`config.mk`:
```
export PLATFORM = sky130hd
export DESIGN_NAME = ethPortTop
export DESIGN_NICKNAME = d
export VERILOG_FILES = /design/src/ethSwitchPkg.sv /design/src/ethPortTop.sv /design/src/frameTransmitter.sv /design/src/packetBuffer.sv /design/src/frameReceiver.sv
export SDC_FILE = /design/constraint.sdc
export NUM_CORES = 1
export LEC_CHECK = 0
export ABC_AREA = 0
export BUFFER_PORTS_ARGS = -buffer_cell sky130_fd_sc_hd__buf_4
export CAP_MARGIN = 30
export CORE_UTILIZATION = 65
export DETAILED_ROUTE_END_ITERATION = 8
export PLACE_DENSITY = 0.9
export SLEW_MARGIN = 10
export SYNTH_ARGS = -nofsm -noshare
export SYNTH_HDL_FRONTEND = slang
export SYNTH_SLANG_ARGS = --single-unit
```
`constraint.sdc`:
```
create_clock -name RxClk -period 5.7 [get_ports RxClk]
set_input_delay 0.855 -clock RxClk [delete_from_list [all_inputs] [get_ports RxClk]]
set_output_delay 0.855 -clock RxClk [all_outputs]
set_load 0.02 [all_outputs]
```
`src/ethSwitchPkg.sv`:
```
/*
  Shared types and constants for the single-port switch path.
  CRC-32 is kept MSB-first with each byte fed LSB first, so a good frame
  with its FCS leaves CrcResidue in the register.
*/
package ethSwitchPkg;

  typedef logic [7:0]  byteT;     // One frame byte
  typedef logic [47:0] macAddrT;  // MAC address, first byte on the wire in [47:40]
  typedef logic [31:0] crcT;      // CRC-32 state

  // Kind of a buffer entry
  typedef enum logic {
    entryData,  // Frame byte
    entryEnd    // Status byte closing a frame
  } entryKindT;

  // Receiver FSM
  typedef enum logic [1:0] {
    rxIdle,      // Hunting for the delimiter
    rxDestHold,  // Collecting destination address
    rxForward,   // Frame accepted, bytes go to the buffer
    rxDiscard    // Frame dropped, wait for RxValid low
  } rxStateT;

  // Flag positions inside an end entry's byte
  localparam int statusCrcBit   = 0;
  localparam int statusTruncBit = 1;

  localparam byteT    SfdByte      = 8'hD5;
  localparam macAddrT BroadcastMac = 48'hFFFF_FFFF_FFFF;
  localparam crcT     CrcResidue   = 32'hC704_DD7B;  // Good frame incl. FCS
  localparam crcT     CrcPoly      = 32'h04C1_1DB7;  // IEEE 802.3 polynomial
  localparam int      DestLen      = 6;              // Destination bytes held back

  // One byte through the CRC, bit 0 of the byte first
  function automatic crcT crcStep(crcT crc, byteT data);
    crcT nextCrc;
    logic feedback;
    nextCrc = crc;
    for (int i = 0; i < 8; i++) begin
      feedback = nextCrc[31] ^ data[i];
      nextCrc  = {nextCrc[30:0], 1'b0};
      if (feedback) begin
        nextCrc = nextCrc ^ CrcPoly;
      end
    end
    return nextCrc;
  endfunction

endpackage
```
`src/ethPortTop.sv`:
```
/*
  One receive-to-transmit port pair, all in the RxClk domain.
  Receiver to buffer uses credits; buffer to transmitter is a plain pop.
  RxD-to-TxD latency varies with RecvReady and the gap.
*/
module ethPortTop #(
  parameter int BufDepth  = 32,   // Buffer entries, also the receiver's credits
  parameter int IpgCycles = 12    // Interpacket gap in cycles
) (
  input  logic                  RxClk,
  input  logic                  rstN,
  input  logic                  RxValid,
  input  ethSwitchPkg::byteT    RxD,
  input  ethSwitchPkg::macAddrT StationMac,
  input  logic                  RecvReady,
  output logic                  TxEn,
  output ethSwitchPkg::byteT    TxD,
  output logic                  TxDone,
  output logic                  TxCrcErr,
  output logic                  TxTrunc
);
  import ethSwitchPkg::*;

  // Receiver to buffer
  logic      wrEn;
  entryKindT wrKind;
  byteT      wrByte;
  logic      creditRet;

  // Buffer to transmitter
  logic      notEmpty;
  entryKindT rdKind;
  byteT      rdByte;
  logic      rdEn;

  frameReceiver #(.BufDepth(BufDepth)) u_rx (
    .RxClk(RxClk), .rstN(rstN), .RxValid(RxValid), .RxD(RxD),
    .StationMac(StationMac), .creditRet(creditRet),
    .wrEn(wrEn), .wrKind(wrKind), .wrByte(wrByte)
  );

  packetBuffer #(.BufDepth(BufDepth)) u_buf (
    .RxClk(RxClk), .rstN(rstN), .wrEn(wrEn), .wrKind(wrKind), .wrByte(wrByte),
    .rdEn(rdEn), .notEmpty(notEmpty), .rdKind(rdKind), .rdByte(rdByte),
    .creditRet(creditRet)
  );

  frameTransmitter #(.IpgCycles(IpgCycles)) u_tx (
    .RxClk(RxClk), .rstN(rstN), .RecvReady(RecvReady), .notEmpty(notEmpty),
    .rdKind(rdKind), .rdByte(rdByte), .rdEn(rdEn), .TxEn(TxEn), .TxD(TxD),
    .TxDone(TxDone), .TxCrcErr(TxCrcErr), .TxTrunc(TxTrunc)
  );

endmodule

```
`src/frameTransmitter.sv`:
```
/*
  Drains the buffer while RecvReady is high. Outputs are registered, one
  cycle after the pop. After TxDone no entry is popped for IpgCycles cycles,
  and none during the TxDone cycle itself.
*/
module frameTransmitter #(
  parameter int IpgCycles = 12
) (
  input  logic                    RxClk,
  input  logic                    rstN,
  input  logic                    RecvReady,
  input  logic                    notEmpty,
  input  ethSwitchPkg::entryKindT rdKind,
  input  ethSwitchPkg::byteT      rdByte,
  output logic                    rdEn,
  output logic                    TxEn,
  output ethSwitchPkg::byteT      TxD,
  output logic                    TxDone,
  output logic                    TxCrcErr,
  output logic                    TxTrunc
);
  import ethSwitchPkg::*;

  localparam int GapW = $clog2(IpgCycles + 1);

  logic [GapW-1:0] gapCnt;   // Interpacket gap, counts down to zero
  logic            popData;
  logic            popEnd;

  // Pop only with data ready, client ready and gap elapsed
  assign rdEn    = RecvReady & notEmpty & ~TxDone & (gapCnt == '0);
  assign popData = rdEn & (rdKind == entryData);
  assign popEnd  = rdEn & (rdKind == entryEnd);

  always_ff @(posedge RxClk or negedge rstN) begin
    if (!rstN) begin
      TxEn     <= 1'b0;
      TxDone   <= 1'b0;
      TxCrcErr <= 1'b0;
      TxTrunc  <= 1'b0;
      gapCnt   <= '0;
    end else begin
      TxEn     <= popData;
      TxDone   <= popEnd;
      TxCrcErr <= popEnd & rdByte[statusCrcBit];    // Status flags only valid with TxDone
      TxTrunc  <= popEnd & rdByte[statusTruncBit];
      if (TxDone) begin
        gapCnt <= GapW'(IpgCycles);                 // Gap starts after the TxDone cycle
      end else if (gapCnt != '0) begin
        gapCnt <= gapCnt - 1'b1;
      end
    end
  end

  // Data byte register, held between frames
  always_ff @(posedge RxClk) begin
    if (popData) TxD <= rdByte;
  end

endmodule

```
`src/packetBuffer.sv`:
```
/*
  Circular store of tagged bytes. No full flag: the receiver's credits keep
  it from writing past BufDepth entries. BufDepth must be at least 2.
  Head entry is shown combinationally; rdEn pops it at the next edge.
*/
module packetBuffer #(
  parameter int BufDepth = 32
) (
  input  logic                    RxClk,
  input  logic                    rstN,
  input  logic                    wrEn,
  input  ethSwitchPkg::entryKindT wrKind,
  input  ethSwitchPkg::byteT      wrByte,
  input  logic                    rdEn,
  output logic                    notEmpty,
  output ethSwitchPkg::entryKindT rdKind,
  output ethSwitchPkg::byteT      rdByte,
  output logic                    creditRet
);
  import ethSwitchPkg::*;

  localparam int PtrW  = $clog2(BufDepth);
  localparam int FillW = $clog2(BufDepth + 1);

  entryKindT       kindMem [BufDepth];
  byteT            byteMem [BufDepth];
  logic [PtrW-1:0] wrPtr;
  logic [PtrW-1:0] rdPtr;
  logic [FillW-1:0] fill;           // Entries held

  // Wrap for depths that are not a power of two
  function automatic logic [PtrW-1:0] nextPtr(logic [PtrW-1:0] ptr);
    return (ptr == PtrW'(BufDepth - 1)) ? '0 : ptr + 1'b1;
  endfunction

  assign notEmpty = (fill != '0);
  assign rdKind   = kindMem[rdPtr];
  assign rdByte   = byteMem[rdPtr];

  always_ff @(posedge RxClk) begin
    if (wrEn) begin
      kindMem[wrPtr] <= wrKind;
      byteMem[wrPtr] <= wrByte;
    end
  end

  always_ff @(posedge RxClk or negedge rstN) begin
    if (!rstN) begin
      wrPtr     <= '0;
      rdPtr     <= '0;
      fill      <= '0;
      creditRet <= 1'b0;
    end else begin
      if (wrEn) wrPtr <= nextPtr(wrPtr);
      if (rdEn) rdPtr <= nextPtr(rdPtr);
      fill      <= fill + FillW'(wrEn) - FillW'(rdEn);
      creditRet <= rdEn;              // Slot is free before the credit comes back
    end
  end

endmodule

```
`src/frameReceiver.sv`:
```
/*
  Receive side. Preamble bytes before the delimiter are ignored unchecked.
  RxValid must stay high for the whole frame and drop for at least
  DestLen+1 cycles before the next delimiter, or the next frame is missed.
  Written bytes trail RxD by DestLen cycles; the end entry follows the last one.
*/
module frameReceiver #(
  parameter int BufDepth = 32
) (
  input  logic                    RxClk,
  input  logic                    rstN,
  input  logic                    RxValid,
  input  ethSwitchPkg::byteT      RxD,
  input  ethSwitchPkg::macAddrT   StationMac,
  input  logic                    creditRet,
  output logic                    wrEn,
  output ethSwitchPkg::entryKindT wrKind,
  output ethSwitchPkg::byteT      wrByte
);
  import ethSwitchPkg::*;

  localparam int CreditW = $clog2(BufDepth + 1);
  localparam int CntW    = $clog2(DestLen);

  rxStateT              rxState;
  logic                 rxLive;              // Between delimiter and RxValid low
  byteT                 dlyByte [DestLen];   // [0] newest
  logic [DestLen-1:0]   dlyValid;
  logic [CntW-1:0]      destCnt;
  crcT                  crc;
  logic                 truncated;           // Sticky for the current frame
  logic [CreditW-1:0]   credits;

  logic                 inByte;
  logic                 tailValid;
  byteT                 tailByte;
  macAddrT              destAddr;
  logic                 addrMatch;
  logic                 hasRoom;
  logic                 dataWr;
  logic                 endWr;
  byteT                 statusByte;

  assign inByte    = rxLive & RxValid;     // A frame byte after the delimiter
  assign tailValid = dlyValid[DestLen-1];
  assign tailByte  = dlyByte[DestLen-1];

  // Sixth destination byte is still on RxD at decision time
  assign destAddr  = {dlyByte[4], dlyByte[3], dlyByte[2], dlyByte[1], dlyByte[0], RxD};
  assign addrMatch = (destAddr == StationMac) || (destAddr == BroadcastMac);
  assign hasRoom   = credits >= CreditW'(2);  // One credit kept for the end entry

  // Delayed stream is contiguous, so its first low cycle closes the frame
  assign dataWr = (rxState == rxForward) & tailValid & ~truncated & hasRoom;
  assign endWr  = (rxState == rxForward) & ~tailValid;

  always_comb begin
    statusByte                 = '0;
    statusByte[statusCrcBit]   = (crc != CrcResidue);
    statusByte[statusTruncBit] = truncated;
  end

  assign wrEn   = dataWr | endWr;
  assign wrKind = endWr ? entryEnd : entryData;
  assign wrByte = endWr ? statusByte : tailByte;

  // Control state
  always_ff @(posedge RxClk or negedge rstN) begin
    if (!rstN) begin
      rxState   <= rxIdle;
      rxLive    <= 1'b0;
      destCnt   <= '0;
      truncated <= 1'b0;
      credits   <= CreditW'(BufDepth);
      dlyValid  <= '0;
    end else begin
      credits  <= credits - CreditW'(wrEn) + CreditW'(creditRet);
      dlyValid <= {dlyValid[DestLen-2:0], inByte};
      if (!RxValid) rxLive <= 1'b0;   // Frame over on the input side

      case (rxState)
        rxIdle: begin
          if (RxValid && RxD == SfdByte) begin
            rxState   <= rxDestHold;
            rxLive    <= 1'b1;
            destCnt   <= '0;
            truncated <= 1'b0;
          end
        end
        rxDestHold: begin
          if (!RxValid) begin
            rxState <= rxIdle;              // Runt, nothing written
          end else if (destCnt == CntW'(DestLen - 1)) begin
            rxState <= (addrMatch && hasRoom) ? rxForward : rxDiscard;
          end else begin
            destCnt <= destCnt + 1'b1;
          end
        end
        rxForward: begin
          if (tailValid && !hasRoom) truncated <= 1'b1;  // Out of room, drop the rest
          if (endWr) rxState <= rxIdle;
        end
        rxDiscard: begin
          if (!RxValid) rxState <= rxIdle;
        end
        default: rxState <= rxIdle;
      endcase
    end
  end

  // Delay line and running CRC
  always_ff @(posedge RxClk) begin
    dlyByte[0] <= RxD;
    for (int i = 1; i < DestLen; i++) begin
      dlyByte[i] <= dlyByte[i-1];
    end
    if (rxState == rxIdle) begin
      crc <= '1;                        // Seed, delimiter not included
    end else if (inByte) begin
      crc <= crcStep(crc, RxD);         // Covers dest through FCS
    end
  end

endmodule

```
==> flow_results.org, run 1 <==
** Yosys
- For this run, the leading register cell type out of synthesis is edfxtp_1.
- The share of synthesized area in the top cell type comes to 52.1%.
- Post-synthesis share of cell area spent on full adders, half adders and majority gates :: 2.22%
- Post-synthesis cell area :: 17100 um^2
- Post-synth EDFFs :: 296
- Of all cell types, the one taking the most synthesized area is edfxtp_1.
- Count of different cell masters after synthesis :: 59
- Largest cells by area after synthesis :: edfxtp_1 52%, mux4_2 11%, dfxtp_1 9.4%, dfrtp_1 6.3%, xor2_1 3.9%
- After synthesis, the largest family of logic cells by area is multiplexers.
- In the synthesized netlist, mux cells make up 11.8% of the area.
- Of the total synthesized cell area, the portion taken by XOR and XNOR cells is 6.86%.
- Counting every net in the synthesized netlist gives 1132.
- After technology mapping, the gate count stands at 1043.
- Counting flops with an async set or reset pin after synthesis yields a share of 10.5%.
- The synthesized design contains 420 register bits.
- Total number of yosys warnings :: 0
- After Yosys synthesis, and, or, nand and nor cells account for 6.20% of the synthesized area.
- After synthesis, the mean cell area works out to 16.4 um^2.
- Sequential area share after synthesis :: 68.0%
- Compound-gate portion of the synthesized area :: 3.22%

** Detailed routing
- In the final routing, the length of wire on met1 measures 14600 um.
- Length of routed met2 wiring :: 20200 um
- After detailed routing, the number of remaining DRC violations is 0.
- Length of the first detailed-routing pass in iterations :: 6
- Summed over all nets, wire length on met3 after detailed routing comes to 3750 um.
- The final layout contains routed wiring with a total length of 40100 um.
- DR vias/cell :: 6.55
- Via count :: 9822
- Initial detailed-routing violation count :: 1207
- Uppermost layer routed :: met4
- Count of antenna-violating nets left after detailed routing :: 0
- After detailed routing, the average wire length per cell comes to 26.8 um.

** Worst setup path
- In this run the worst path has a maximum fanout of 9.
- STA classifies the critical path endpoint as a register.
- For the worst setup path, the data required time is 6.10 ns.
- Reg2reg setup slack :: 1.89 ns
- The worst setup path is launched from a register.
- Data arrival time of the critical path :: 4.22 ns
- Critical setup path kind :: register to register
- Path depth of the worst reg2reg path :: 15

** CTS
- Number of buffers inserted by post-CTS setup repair :: 0
- H-tree lvl count :: 2
- TritonCTS built the clock tree.
- Clock-pin slew was measured on the worst setup and hold paths at 0.06 ns.
- Number of sinks handled by clock tree synthesis :: 420
- Clock latency on the worst-skew pair :: 0.54 ns
- PostCTS Resize Cnt :: 0
- Cts-stage hold buffer count :: 0
- In this run the deepest clock path goes through 3 buffers.
- Buffers inserted during clock tree synthesis total 40.
- The tree is rooted in a clkbuf_16.

** Placement
- Before CTS, the worst setup slack after placement is 2.09 ns.
- Final weighted congestion of routability-driven global placement :: 0.873
- Once detailed placement completed, the half-perimeter wirelength came to 24400 um.
- Number of buffers inserted by port buffering :: 71

** Power and ir drop
- Cell internal power was estimated by the tool at 5.93 mW.
- Overall power consumption after layout is estimated at 8.17 mW.
- Proportion of total power due to net switching :: 27.4%
- Clock share of power :: 34.5%
- Peak supply drop :: 0.335 mV
- Power density relative to cell area :: 419 nW/um^2
- Static power due to leakage :: 7.18 nW
- The analysis attributes to net switching a power of 2.24 mW.
- In this run, the combinational gates consume 21.2% of the power.
- Of the total power, registers draw 44.2%.

** Global route
- Across every metal layer, demand over resource in global routing totals 30.9%.
- Entering global routing, the biggest net connects 46 pins.
- Via count of the first global-routing pass :: 10000
- The total overflow left after global routing is 0.
- The first global-routing pass estimated 59700 um of wire.
- Number of antenna violations at the first check in global routing :: 0

** STA
- Actual transition at the worst max-transition pin :: 0.983 ns
- The worst path in the final design needs a cycle of 3.81 ns, including I/O delays and setup.
- # setup viols final :: 0
- Final hold analysis gives a worst-case slack of 0.348 ns.
- Static timing analysis puts the maximum clock frequency at 262 MHz.
- The final hold violation count was 0.
- Worst-case headroom to the max-slew limit :: 34.2%
- Final period utilization :: 66.9%
- Unrepaired setup endpoints after global routing :: no
- Max-slew violation count :: 0
- Final Worst Setup Slack :: 1.89 ns
- The clock arrives with 0.0167 ns of skew.
- For the final routed database, the setup TNS stands at 0 ns.

** Floorplan
- Measured along the y axis, the die boundary spans 164 um.
- Total core area :: 25500 um^2
- Number of cell rows :: 58
- Horizontal die dimension :: 164 um
- Area of the die :: 26900 um^2
- For this design the top-level I/O count stands at 72.
- Initial core utilization :: 67.0%

** Final layout
- Cells fill 76.5% of the core in the end.
- Number of nets in the finished design :: 1228
- Number of filler cells placed in the layout :: 1323
- Count of antenna diodes in the layout :: 0
- Fraction of layout cells with a size suffix above 1 :: 22.6%
- Layout overhead on the synthesized area :: 14.3%

** Hold path
- Path class of the lowest-slack min-delay path :: primary input to asynchronous set/reset pin

** Run status
- Outcome :: complete, no violations

** Flow run
- Number of maximum-capacitance violations :: 0
==> worst paths after layout <==
kind	from	to
min in group RxClk	u_rx.dlyValid[0]	u_rx.dlyValid[1]
max in group asynchronous	rstN	u_buf.rdPtr[0]
hold / removal	rstN	u_buf.wrPtr[1]
hold reg to reg	u_rx.dlyValid[0]	u_rx.dlyValid[1]
setup reg to reg	u_tx.gapCnt[0]	u_buf.fill[4]
setup / recovery	u_tx.gapCnt[0]	u_buf.fill[4]
==> critical path, cell delays in order, from the launching register on <==
cell	delay (ns)
dfrtp_1	0.40
inv_1	0.10
ha_1	0.19
or3b_2	0.51
or4b_1	0.73
inv_1	0.30
ha_1	0.28
inv_1	0.06
ha_1	0.18
inv_1	0.08
fa_1	0.45
inv_1	0.08
a21oi_1	0.06
nor2_1	0.09
nor2_1	0.05
xnor2_1	0.13
==> layout by cell type, fill, tap and decap left out, types with 6 or more instances in the layout <==
cell type,synthesis,final
dfrtp_1,43,41
nand2_1,73,72
buf_4,3,84
mux4_2,80,80
nor2b_1,13,6
inv_1,31,31
xnor2_1,46,46
clkinv_2,0,6
o211ai_1,31,31
xor2_1,75,75
buf_8,0,7
edfxtp_1,296,296
clkbuf_8,0,7
nand3_1,13,13
o21ai_0,12,12
nor2b_2,0,7
dfxtp_1,80,80
clkbuf_16,0,44
nor2_1,52,52
mux2i_1,16,16
nor4_1,15,15
a21oi_1,15,14
ha_1,27,27
nand4_1,17,17
==> power groups by stage <==
stage / Clock (mW) / Combinational (mW) / Sequential [mW]
floorplan: 0 / 1.34 / 3.52
global placement: 0 / 1.54 / 3.67
detailed placement: 0 / 1.65 / 3.68
CTS: 2.83 / 1.71 / 3.62
global route: 2.94 / 1.84 / 3.63
finish: 2.82 / 1.73 / 3.62
==> metrics by stage <==
step	instance area, um^2	cells
floorplan	17100	1043
global placement	17900	1412
detailed placement	18000	1420
CTS	19400	1493
global route	19500	1500
finish	19500	1500
==> cells by family (layout without fill, tap and decap cells) <==
logic type	count (synthesis)	after routing
AO/OA/AOI/OAI	81	81
XOR/XNOR	127	127
adder cells (fa/ha/maj)	29	29
buffers and inverters	71	198
flip-flops	420	420
multiplexers	100	100
AND/OR/NAND/NOR	215	215
==> flip-flops by register name (all words and copies together) (netlist names) <==
name / count
u_tx.TxTrunc: 1
u_tx.TxCrcErr: 1
u_rx.credits: 6
u_tx.TxDone: 1
u_tx.gapCnt: 4
u_rx.rxState: 2
u_tx.TxEn: 1
u_buf.byteMem: 256
u_buf.rdPtr: 5
u_tx.TxD: 8
u_rx.destCnt: 3
u_buf.wrPtr: 5
u_rx.crc: 32
u_rx.rxLive: 1
u_rx.dlyByte: 48
u_buf.creditRet: 1
u_rx.dlyValid: 6
u_buf.fill: 6
u_buf.kindMem: 32
u_rx.truncated: 1
==> area by class of cell <==
type / instances / area (um^2) / share of cell area (%)
multi-input combinational: 552 / 5180 / 26.6
sequential: 420 / 11600 / 59.5
inverter: 33 / 124 / 0.636
tap: 330 / 413 / 2.12
clock inverter: 19 / 208 / 1.07
clock buffer: 54 / 1210 / 6.20
timing repair buffer: 92 / 756 / 3.88
==> synth_stat cells (3+ instances only) <==
| cell | number |
|---|---|
| edfxtp_1 | 296 |
| dfxtp_1 | 80 |
| mux4_2 | 80 |
| xor2_1 | 75 |
| nand2_1 | 73 |
| nor2_1 | 52 |
| xnor2_1 | 46 |
| dfrtp_1 | 43 |
| inv_1 | 31 |
| o211ai_1 | 31 |
| ha_1 | 27 |
| clkbuf_1 | 22 |
| nand4_1 | 17 |
| mux2i_1 | 16 |
| a21oi_1 | 15 |
| nor4_1 | 15 |
| nand3_1 | 13 |
| nor2b_1 | 13 |
| o21ai_0 | 12 |
| buf_2 | 6 |
| buf_1 | 5 |
| a22oi_1 | 4 |
| mux2_2 | 4 |
| nand3b_1 | 4 |
| nor3_1 | 4 |
| o31ai_1 | 4 |
| a311oi_1 | 3 |
| buf_4 | 3 |
| nor4b_1 | 3 |
| or3_1 | 3 |
| xnor2_2 | 3 |
==> per-layer routing <==
metal  up-vias  GRT usage [%]
met5         -              0
li1       4150              -
met4         0           12.1
met3       143           6.34
met2       664           52.0
met1      4865           39.8
Note: power is estimated with default switching activity, not from simulation.
==> run 2: changes to the inputs <==
--- a/config.mk
+++ b/config.mk
@@ -8,9 +8,9 @@
 export ABC_AREA = 0
 export BUFFER_PORTS_ARGS = -buffer_cell sky130_fd_sc_hd__buf_4
 export CAP_MARGIN = 30
-export CORE_UTILIZATION = 65
+export CORE_UTILIZATION = 55
 export DETAILED_ROUTE_END_ITERATION = 8
-export PLACE_DENSITY = 0.9
+export PLACE_DENSITY = 0.82
 export SLEW_MARGIN = 10
 export SYNTH_ARGS = -nofsm -noshare
 export SYNTH_HDL_FRONTEND = slang
==> constraint.sdc (replaced) <==
create_clock -name RxClk -period 3.1 [get_ports RxClk]
set_input_delay 0.465 -clock RxClk [delete_from_list [all_inputs] [get_ports RxClk]]
set_output_delay 0.465 -clock RxClk [all_outputs]
set_load 0.02 [all_outputs]
==> flow_results.org, run 2 (synthesis results as in run 1) <==
** Global route
- The via count of the first global-routing pass is 9689.
- After global routing the overflow that remains totals 0.
- Largest net degree at the start of global routing :: 45
- The first global-routing pass estimated 56800 um of wire.
- For this run, global-route usage on met3 was measured as 3.43%.
- For met1 alone, demand over resource in global routing was 32.4%.
- Overall fraction of global-route tracks in use :: 24.2%
- Number of antenna violations at the first check in global routing :: 0
- Most Crowded Layer GR :: met2
- Global routing consumed, on the met2 layer, 41.7% of the routing resources.

** Detailed routing
- The first detailed-routing pass took 7 iterations.
- Average wire per cell in the routed design :: 23.1 um
- DR vias/cell :: 5.98
- DRC violations left :: 0
- The routed layout has 9644 vias.
- Final wirelength :: 37300 um
- The count of nets left with antenna violations once routing finished came out at 0.
- Initial detailed-routing violation count :: 969

** Flow run
- Max-cap violations in this run came to 0.

** Floorplan
- For this configuration, the core starts out at a cell density of 55.9%.
- Horizontal die dimension :: 178 um
- Number of I/O pins :: 72
- Total core area :: 30500 um^2
- Area of the die :: 31700 um^2
- Vertical die dimension :: 178 um
- Number of cell rows :: 64

** STA
- Actual transition at the worst max-transition pin :: 0.707 ns
- Tightest hold margin :: 0.0741 ns
- Crit path time final :: 3.01 ns
- Hold violation total from the final report :: 0
- Maximum achievable frequency :: 332 MHz
- Max-slew violation count :: 0
- Worst Clk Skew :: 0.0258 ns
- Worst-case headroom to the max-slew limit :: 52.4%
- # setup viols final :: 0
- The worst path uses 97.2% of the clock period.
- Across all setup checks in the final design, the least slack found is 0.0873 ns.

** Final layout
- Count of antenna diodes in the layout :: 0
- After filler insertion, the fill cell instance count of the layout stands at 1993.
- Of the cells placed in the final design, the portion with a size suffix greater than 1 is 26.1%.
- After the last flow step, the layout net total stands at 1274.
- The library cells used most frequently in the layout, excluding fill and tap cells, are 296 x edfxtp_1, 130 x buf_4, 80 x mux4_2, 80 x dfxtp_1, 75 x xor2_1.
- The library cell used most frequently in the layout, excluding fill and tap cells, is edfxtp_1.
- Max FFs per register :: 256
- Leading registers by flop count :: u_buf.byteMem x256, u_rx.dlyByte x48
- u_buf.byteMem holds more flip-flops than any other register.
- Relative to the synthesized area, the layout overhead comes to 16.4%.

** Run status
- The flow ran to the end, and the final reports show no timing, DRC or antenna violations.

** Placement
- Number of buffers inserted by port buffering :: 71
- Final weighted congestion of routability-driven global placement :: 0.845
- Worst slack, placed :: 0.0165 ns
- Once detailed placement completed, the half-perimeter wirelength came to 23200 um.

** CTS
- Clock tree synthesis inserted a total of 43 buffers.
- Cell chosen for the clock root :: clkbuf_16
- Clock latency on the worst-skew pair :: 0.55 ns
- TritonCTS built the clock tree.
- Clock edge transition at the registers on the reported setup and hold paths :: 0.06 ns
- No sink is reached through more buffers than the 3 on the longest clock path.
- H-tree lvl count :: 2
- Number of sinks handled by clock tree synthesis :: 420

** Worst setup path
- In this run the worst path has a maximum fanout of 4.
- Required time of the critical path :: 3.56 ns
- STA classifies the critical path endpoint as a register.
- In this run the register-to-register setup slack is 0.09 ns.
- Path depth of the worst reg2reg path :: 13
- STA classifies the critical path startpoint as a register.
- Critical setup path kind :: register to register
- Data arrival time of the critical path :: 3.47 ns

** Power and ir drop
- Peak supply drop :: 0.402 mV
- Overall power consumption after layout is estimated at 14.8 mW.
- Static power due to leakage :: 7.35 nW
- Power density relative to cell area :: 743 nW/um^2

** Hold path
- The path class of the tightest hold or removal check is primary input to register.
- Counting instances, the worst hold path has a depth of 1.
-- run 2: changes by cell type in the layout (fill, tap and decap cells not counted), moves of 4 or more --
cell	change
buf_8	-7
buf_4	+46
inv_1	-6
clkbuf_8	-5
inv_2	+4
clkbuf_1	+6
-- run 2: stage by stage --
| stage | util (%) | TNS (ns) | cell area [um^2] | std cells |
|---|---|---|---|---|
| after CTS | 64.8 | 0 | 19800 | 1608 |
| after detailed placement | 60.4 | 0 | 18400 | 1529 |
| after global routing | 65.1 | -0.112 | 19900 | 1614 |
| after global placement | 60.3 | 0 | 18400 | 1528 |
| after floorplan | - | 0 | 17100 | 1043 |
| final | 65.1 | 0 | 19900 | 1614 |
-- run 2: worst paths after layout --
path,startpoint,endpoint
worst max-delay path,u_tx.gapCnt[0],u_buf.fill[5]
worst min-delay path,RxD[6],u_rx.dlyByte[0][6]
worst max register to register,u_tx.gapCnt[0],u_buf.fill[5]
worst min register to register,u_rx.dlyValid[0],u_rx.dlyValid[1]
max in group asynchronous,rstN,u_buf.rdPtr[0]
min in group asynchronous,rstN,u_rx.dlyValid[0]
-- run 2: power breakdown --
group,switching [mW],internal [mW],total [mW]
Combinational,1.70,1.71,3.41
Clock,2.08,2.77,4.85
Sequential,0.253,6.25,6.50
Total,4.03,10.7,14.8
-- run 2: metal layers --
layer  share of wire, %  wire length (um)  vias up
li1                   -                 -     4238
met1                 40             14800     4872
met2                 51             19200      469
met3                6.9              2590       65
met4                2.0               748        0
met5                  0                 0        -
-- run 2: layout make-up --
class | count | area [um^2] | area share [%]
sequential | 420 | 11600 | 58.4
multi-input combinational | 552 | 5240 | 26.4
clock buffer | 58 | 1180 | 5.94
timing repair buffer | 135 | 1070 | 5.41
tap | 396 | 495 | 2.50
clock inverter | 20 | 144 | 0.725
inverter | 33 | 129 | 0.649
-- run 2: repair_timing --
| action | in CTS | in global routing |
|---|---|---|
| resized for setup | 1 | 16 |
| hold endpoints to repair | 43 | 0 |
| endpoints found under the setup margin | 1 | 4 |
| gates cloned | 0 | 0 |
| setup buffers | 0 | 6 |
| hold buffers | 1 | 0 |
| pin swaps | 0 | 6 |
-- run 2: critical path: stages, from the launching register on --
cell and delay [ns]:
dfrtp_1 0.40, inv_2 0.09, ha_4 0.13, or3b_4 0.40, or4b_4 0.57, inv_4 0.07, ha_2 0.19, inv_1 0.05
ha_1 0.27, a21o_1 0.17, a21oi_2 0.18, o21bai_1 0.10, a21oi_2 0.16, xor2_1 0.15
==> run 3: changes to the inputs <==
--- a/config.mk
+++ b/config.mk
@@ -8,9 +8,11 @@
 export ABC_AREA = 0
 export BUFFER_PORTS_ARGS = -buffer_cell sky130_fd_sc_hd__buf_4
 export CAP_MARGIN = 30
+export CORE_ASPECT_RATIO = 1.1
 export CORE_UTILIZATION = 55
 export DETAILED_ROUTE_END_ITERATION = 8
 export PLACE_DENSITY = 0.82
+export RECOVER_POWER = 100
 export SLEW_MARGIN = 10
 export SYNTH_ARGS = -nofsm -noshare
 export SYNTH_HDL_FRONTEND = slang
==> flow_results.org, run 3 (synthesis results as in run 1) <==
** Run status
- The flow ran to the end, and the final reports show no timing, DRC or antenna violations.

** Worst setup path
- Across all register-to-register paths, the minimum setup slack is 0.12 ns.
- The worst register-to-register path begins at u_tx.gapCnt[1].
- The worst setup path is of the register to register kind.
- In this run the critical register-to-register path is captured at u_buf.fill[4].
- Path depth of the worst reg2reg path :: 15
- Data arrival time of the critical path :: 3.39 ns
- Maximum fanout along the worst path :: 4
- Required time of the critical path :: 3.51 ns
- STA classifies the critical path startpoint as a register.
- STA classifies the critical path endpoint as a register.

** Floorplan
- The floorplan step defined a die boundary enclosing 31700 um^2.
- Number of I/O pins :: 72
- Once the floorplan was initialized, standard cells occupied 55.9% of the core.
- Vertical die dimension :: 187 um
- The floorplan step set the die width to 170 um.
- Number of cell rows :: 67
- Total core area :: 30500 um^2

** STA
- At the pin with the least slew margin, the transition time is 1.21 ns.
- The worst path needs 2.98 ns of the cycle, external delays included.
- Max-slew violation count :: 0
- Maximum achievable frequency :: 335 MHz
- Headroom to the max-slew limit came out at 19.2%.
- Worst Clk Skew :: 0.0170 ns
- For the final routed database, the setup TNS stands at 0 ns.
- Hold violation total from the final report :: 0
- # setup viols final :: 0
- Once routing completed, OpenROAD measured the worst setup slack at 0.119 ns.
- Final period utilization :: 96.2%

** Hold path
- The path with the worst hold slack has its endpoint at u_rx.dlyByte[0][6].
- Along the worst hold path, the cell count comes to 1.
- Path class of the lowest-slack min-delay path :: primary input to register
- The startpoint identified for the worst hold timing path is RxD[6].

** Final layout
- Multi-input gate area in the final layout :: 5220 um^2
- Most common cell after layout, fill and taps aside :: edfxtp_1
- Layout overhead on the synthesized area :: 16.6%
- The repair_antennas step left the layout with diodes totalling 0.
- Fraction of layout cells with a size suffix above 1 :: 24.8%
- Fill cells in the final layout number 2094.
- In the layout the commonest cells are 296 x edfxtp_1, 121 x buf_4, 80 x mux4_2, 80 x dfxtp_1, 75 x xor2_1.
- Counting flops per register, the top entry is u_buf.byteMem.
- For this run, the post-layout net count is 1273.
- The register with the most flip-flops in the layout has 256 of them.
- The largest registers in the layout are u_buf.byteMem x256, u_rx.dlyByte x48.
- The sequential cells in the finished layout cover a total of 11600 um^2.
- Once layout is done, the placed cells without fillers occupy 19900 um^2.

** CTS
- In this run the deepest clock path goes through 3 buffers.
- The tree is rooted in a clkbuf_16.
- Clock latency on the worst-skew pair :: 0.53 ns
- Number of sinks handled by clock tree synthesis :: 420
- CTS built an H-tree with a depth of 2.
- Clock tree synthesis inserted a total of 41 buffers.
- TritonCTS built the clock tree.
- Clock-pin slew was measured on the worst setup and hold paths at 0.06 ns.

** Global route
- Total overflow reported by the global router :: 0
- Via count of the first global-routing pass :: 9857
- Overall fraction of global-route tracks in use :: 23.2%
- Largest net degree at the start of global routing :: 45
- Number of antenna violations at the first check in global routing :: 0
- The first global-routing pass estimated 55400 um of wire.

** Detailed routing
- Final wirelength :: 35500 um
- For this block, the initial DRC count from the detailed router was 702.
- In this run the remaining antenna-violating nets after routing total 0.
- After detailed routing, the number of remaining DRC violations is 0.
- Average wire per cell in the routed design :: 21.8 um
- DR vias/cell :: 5.76
- The first detailed-routing pass took 5 iterations.
- Via count :: 9384

** Power and ir drop
- Peak supply drop :: 0.525 mV
- Static power due to leakage :: 7.34 nW
- Dividing total power by cell area gives a power density of 746 nW/um^2.

** Placement
- Timing analysis after detailed placement gives a worst setup slack of -0.0306 ns.
- Final weighted congestion of routability-driven global placement :: 0.891
- Area post-placement :: 18500 um^2
- Detailed placement ended at an HPWL of 23200 um.
- In this run the tool buffered the top-level ports with 71 buffer cells.

** Flow run
- The tool flagged a number of max-cap violations equal to 0.
## run 3: cell count changes in the layout (fill, tap and decap cells not counted), moves of 2 or more
cell / previous run / this run
clkbuf_8: 2 / 6
buf_4: 130 / 121
bufinv_16: 1 / 4
clkbuf_1: 9 / 18
inv_2: 6 / 4
clkbuf_16: 44 / 42
inv_1: 25 / 28
clkinv_2: 9 / 3
## run 3: final cells by class
| class | instances | area share [%] |
|---|---|---|
| well taps | 414 | 2.61 |
| flip-flops and latches | 420 | 58.3 |
| multi-input cells | 552 | 26.2 |
| clock inverters | 15 | 0.938 |
| repair buffers | 136 | 5.34 |
| inverters | 33 | 0.636 |
| clock buffers | 58 | 5.89 |
## run 3: repair_timing
item                                    4_1_cts  5_1_grt
pin swaps                                     0        5
buffers inserted                              0        7
endpoints found under the setup margin        2        3
gates resized for setup                       4        7
hold endpoints to repair                     43        0
hold buffers                                  1        0
## run 3: worst max-delay path, cell delays in order, from the launching register on
cell	delay, ns
dfrtp_1	0.40
inv_2	0.09
ha_4	0.14
or3b_4	0.41
or4b_4	0.51
inv_2	0.08
ha_2	0.26
inv_1	0.06
ha_2	0.17
inv_1	0.05
fa_2	0.34
inv_1	0.06
a21oi_1	0.05
nor2_1	0.08
nor2_1	0.05
xnor2_1	0.11
## run 3: worst max path at each step
stage	slack (ns)	startpoint	cells past startpoint	end
6_report	0.12	u_tx.gapCnt[1]	15	u_buf.fill[4]
5_1_grt	-0.03	u_tx.gapCnt[1]	15	u_buf.fill[4]
4_1_cts	0.008	u_tx.gapCnt[0]	13	u_buf.fill[5]
3_5_place_dp	-0.03	u_tx.gapCnt[0]	13	u_buf.fill[5]
3_3_place_gp	0.07	u_tx.gapCnt[0]	15	u_buf.fill[4]
2_1_floorplan	0.03	u_tx.gapCnt[0]	16	u_buf.fill[4]
## run 3: metal layers
| layer | wire length, um | global-route usage (%) | vias up |
|---|---|---|---|
| met4 | 965 | 7.28 | 0 |
| met2 | 18800 | 40.8 | 346 |
| met5 | 0 | 0 | - |
| met3 | 1950 | 3.48 | 79 |
| met1 | 13800 | 29.6 | 4726 |
| li1 | - | - | 4233 |
## run 3: through the flow
step / cells / util (%) / total power, mW / hold WS [ns]
global route: 1628 / 65.1 / 15.4 / 0.159
CTS: 1621 / 65.0 / 14.9 / 0.0682
floorplan: 1043 / - / 8.94 / 0.169
global placement: 1546 / 60.4 / 9.75 / 0.336
finish: 1628 / 65.1 / 14.8 / 0.167
detailed placement: 1547 / 60.5 / 9.88 / 0.336
## run 3: report_power, final
group / switching (mW) / internal (mW)
combinational: 1.57 / 1.73
sequential: 0.307 / 6.25
clock: 2.01 / 2.97
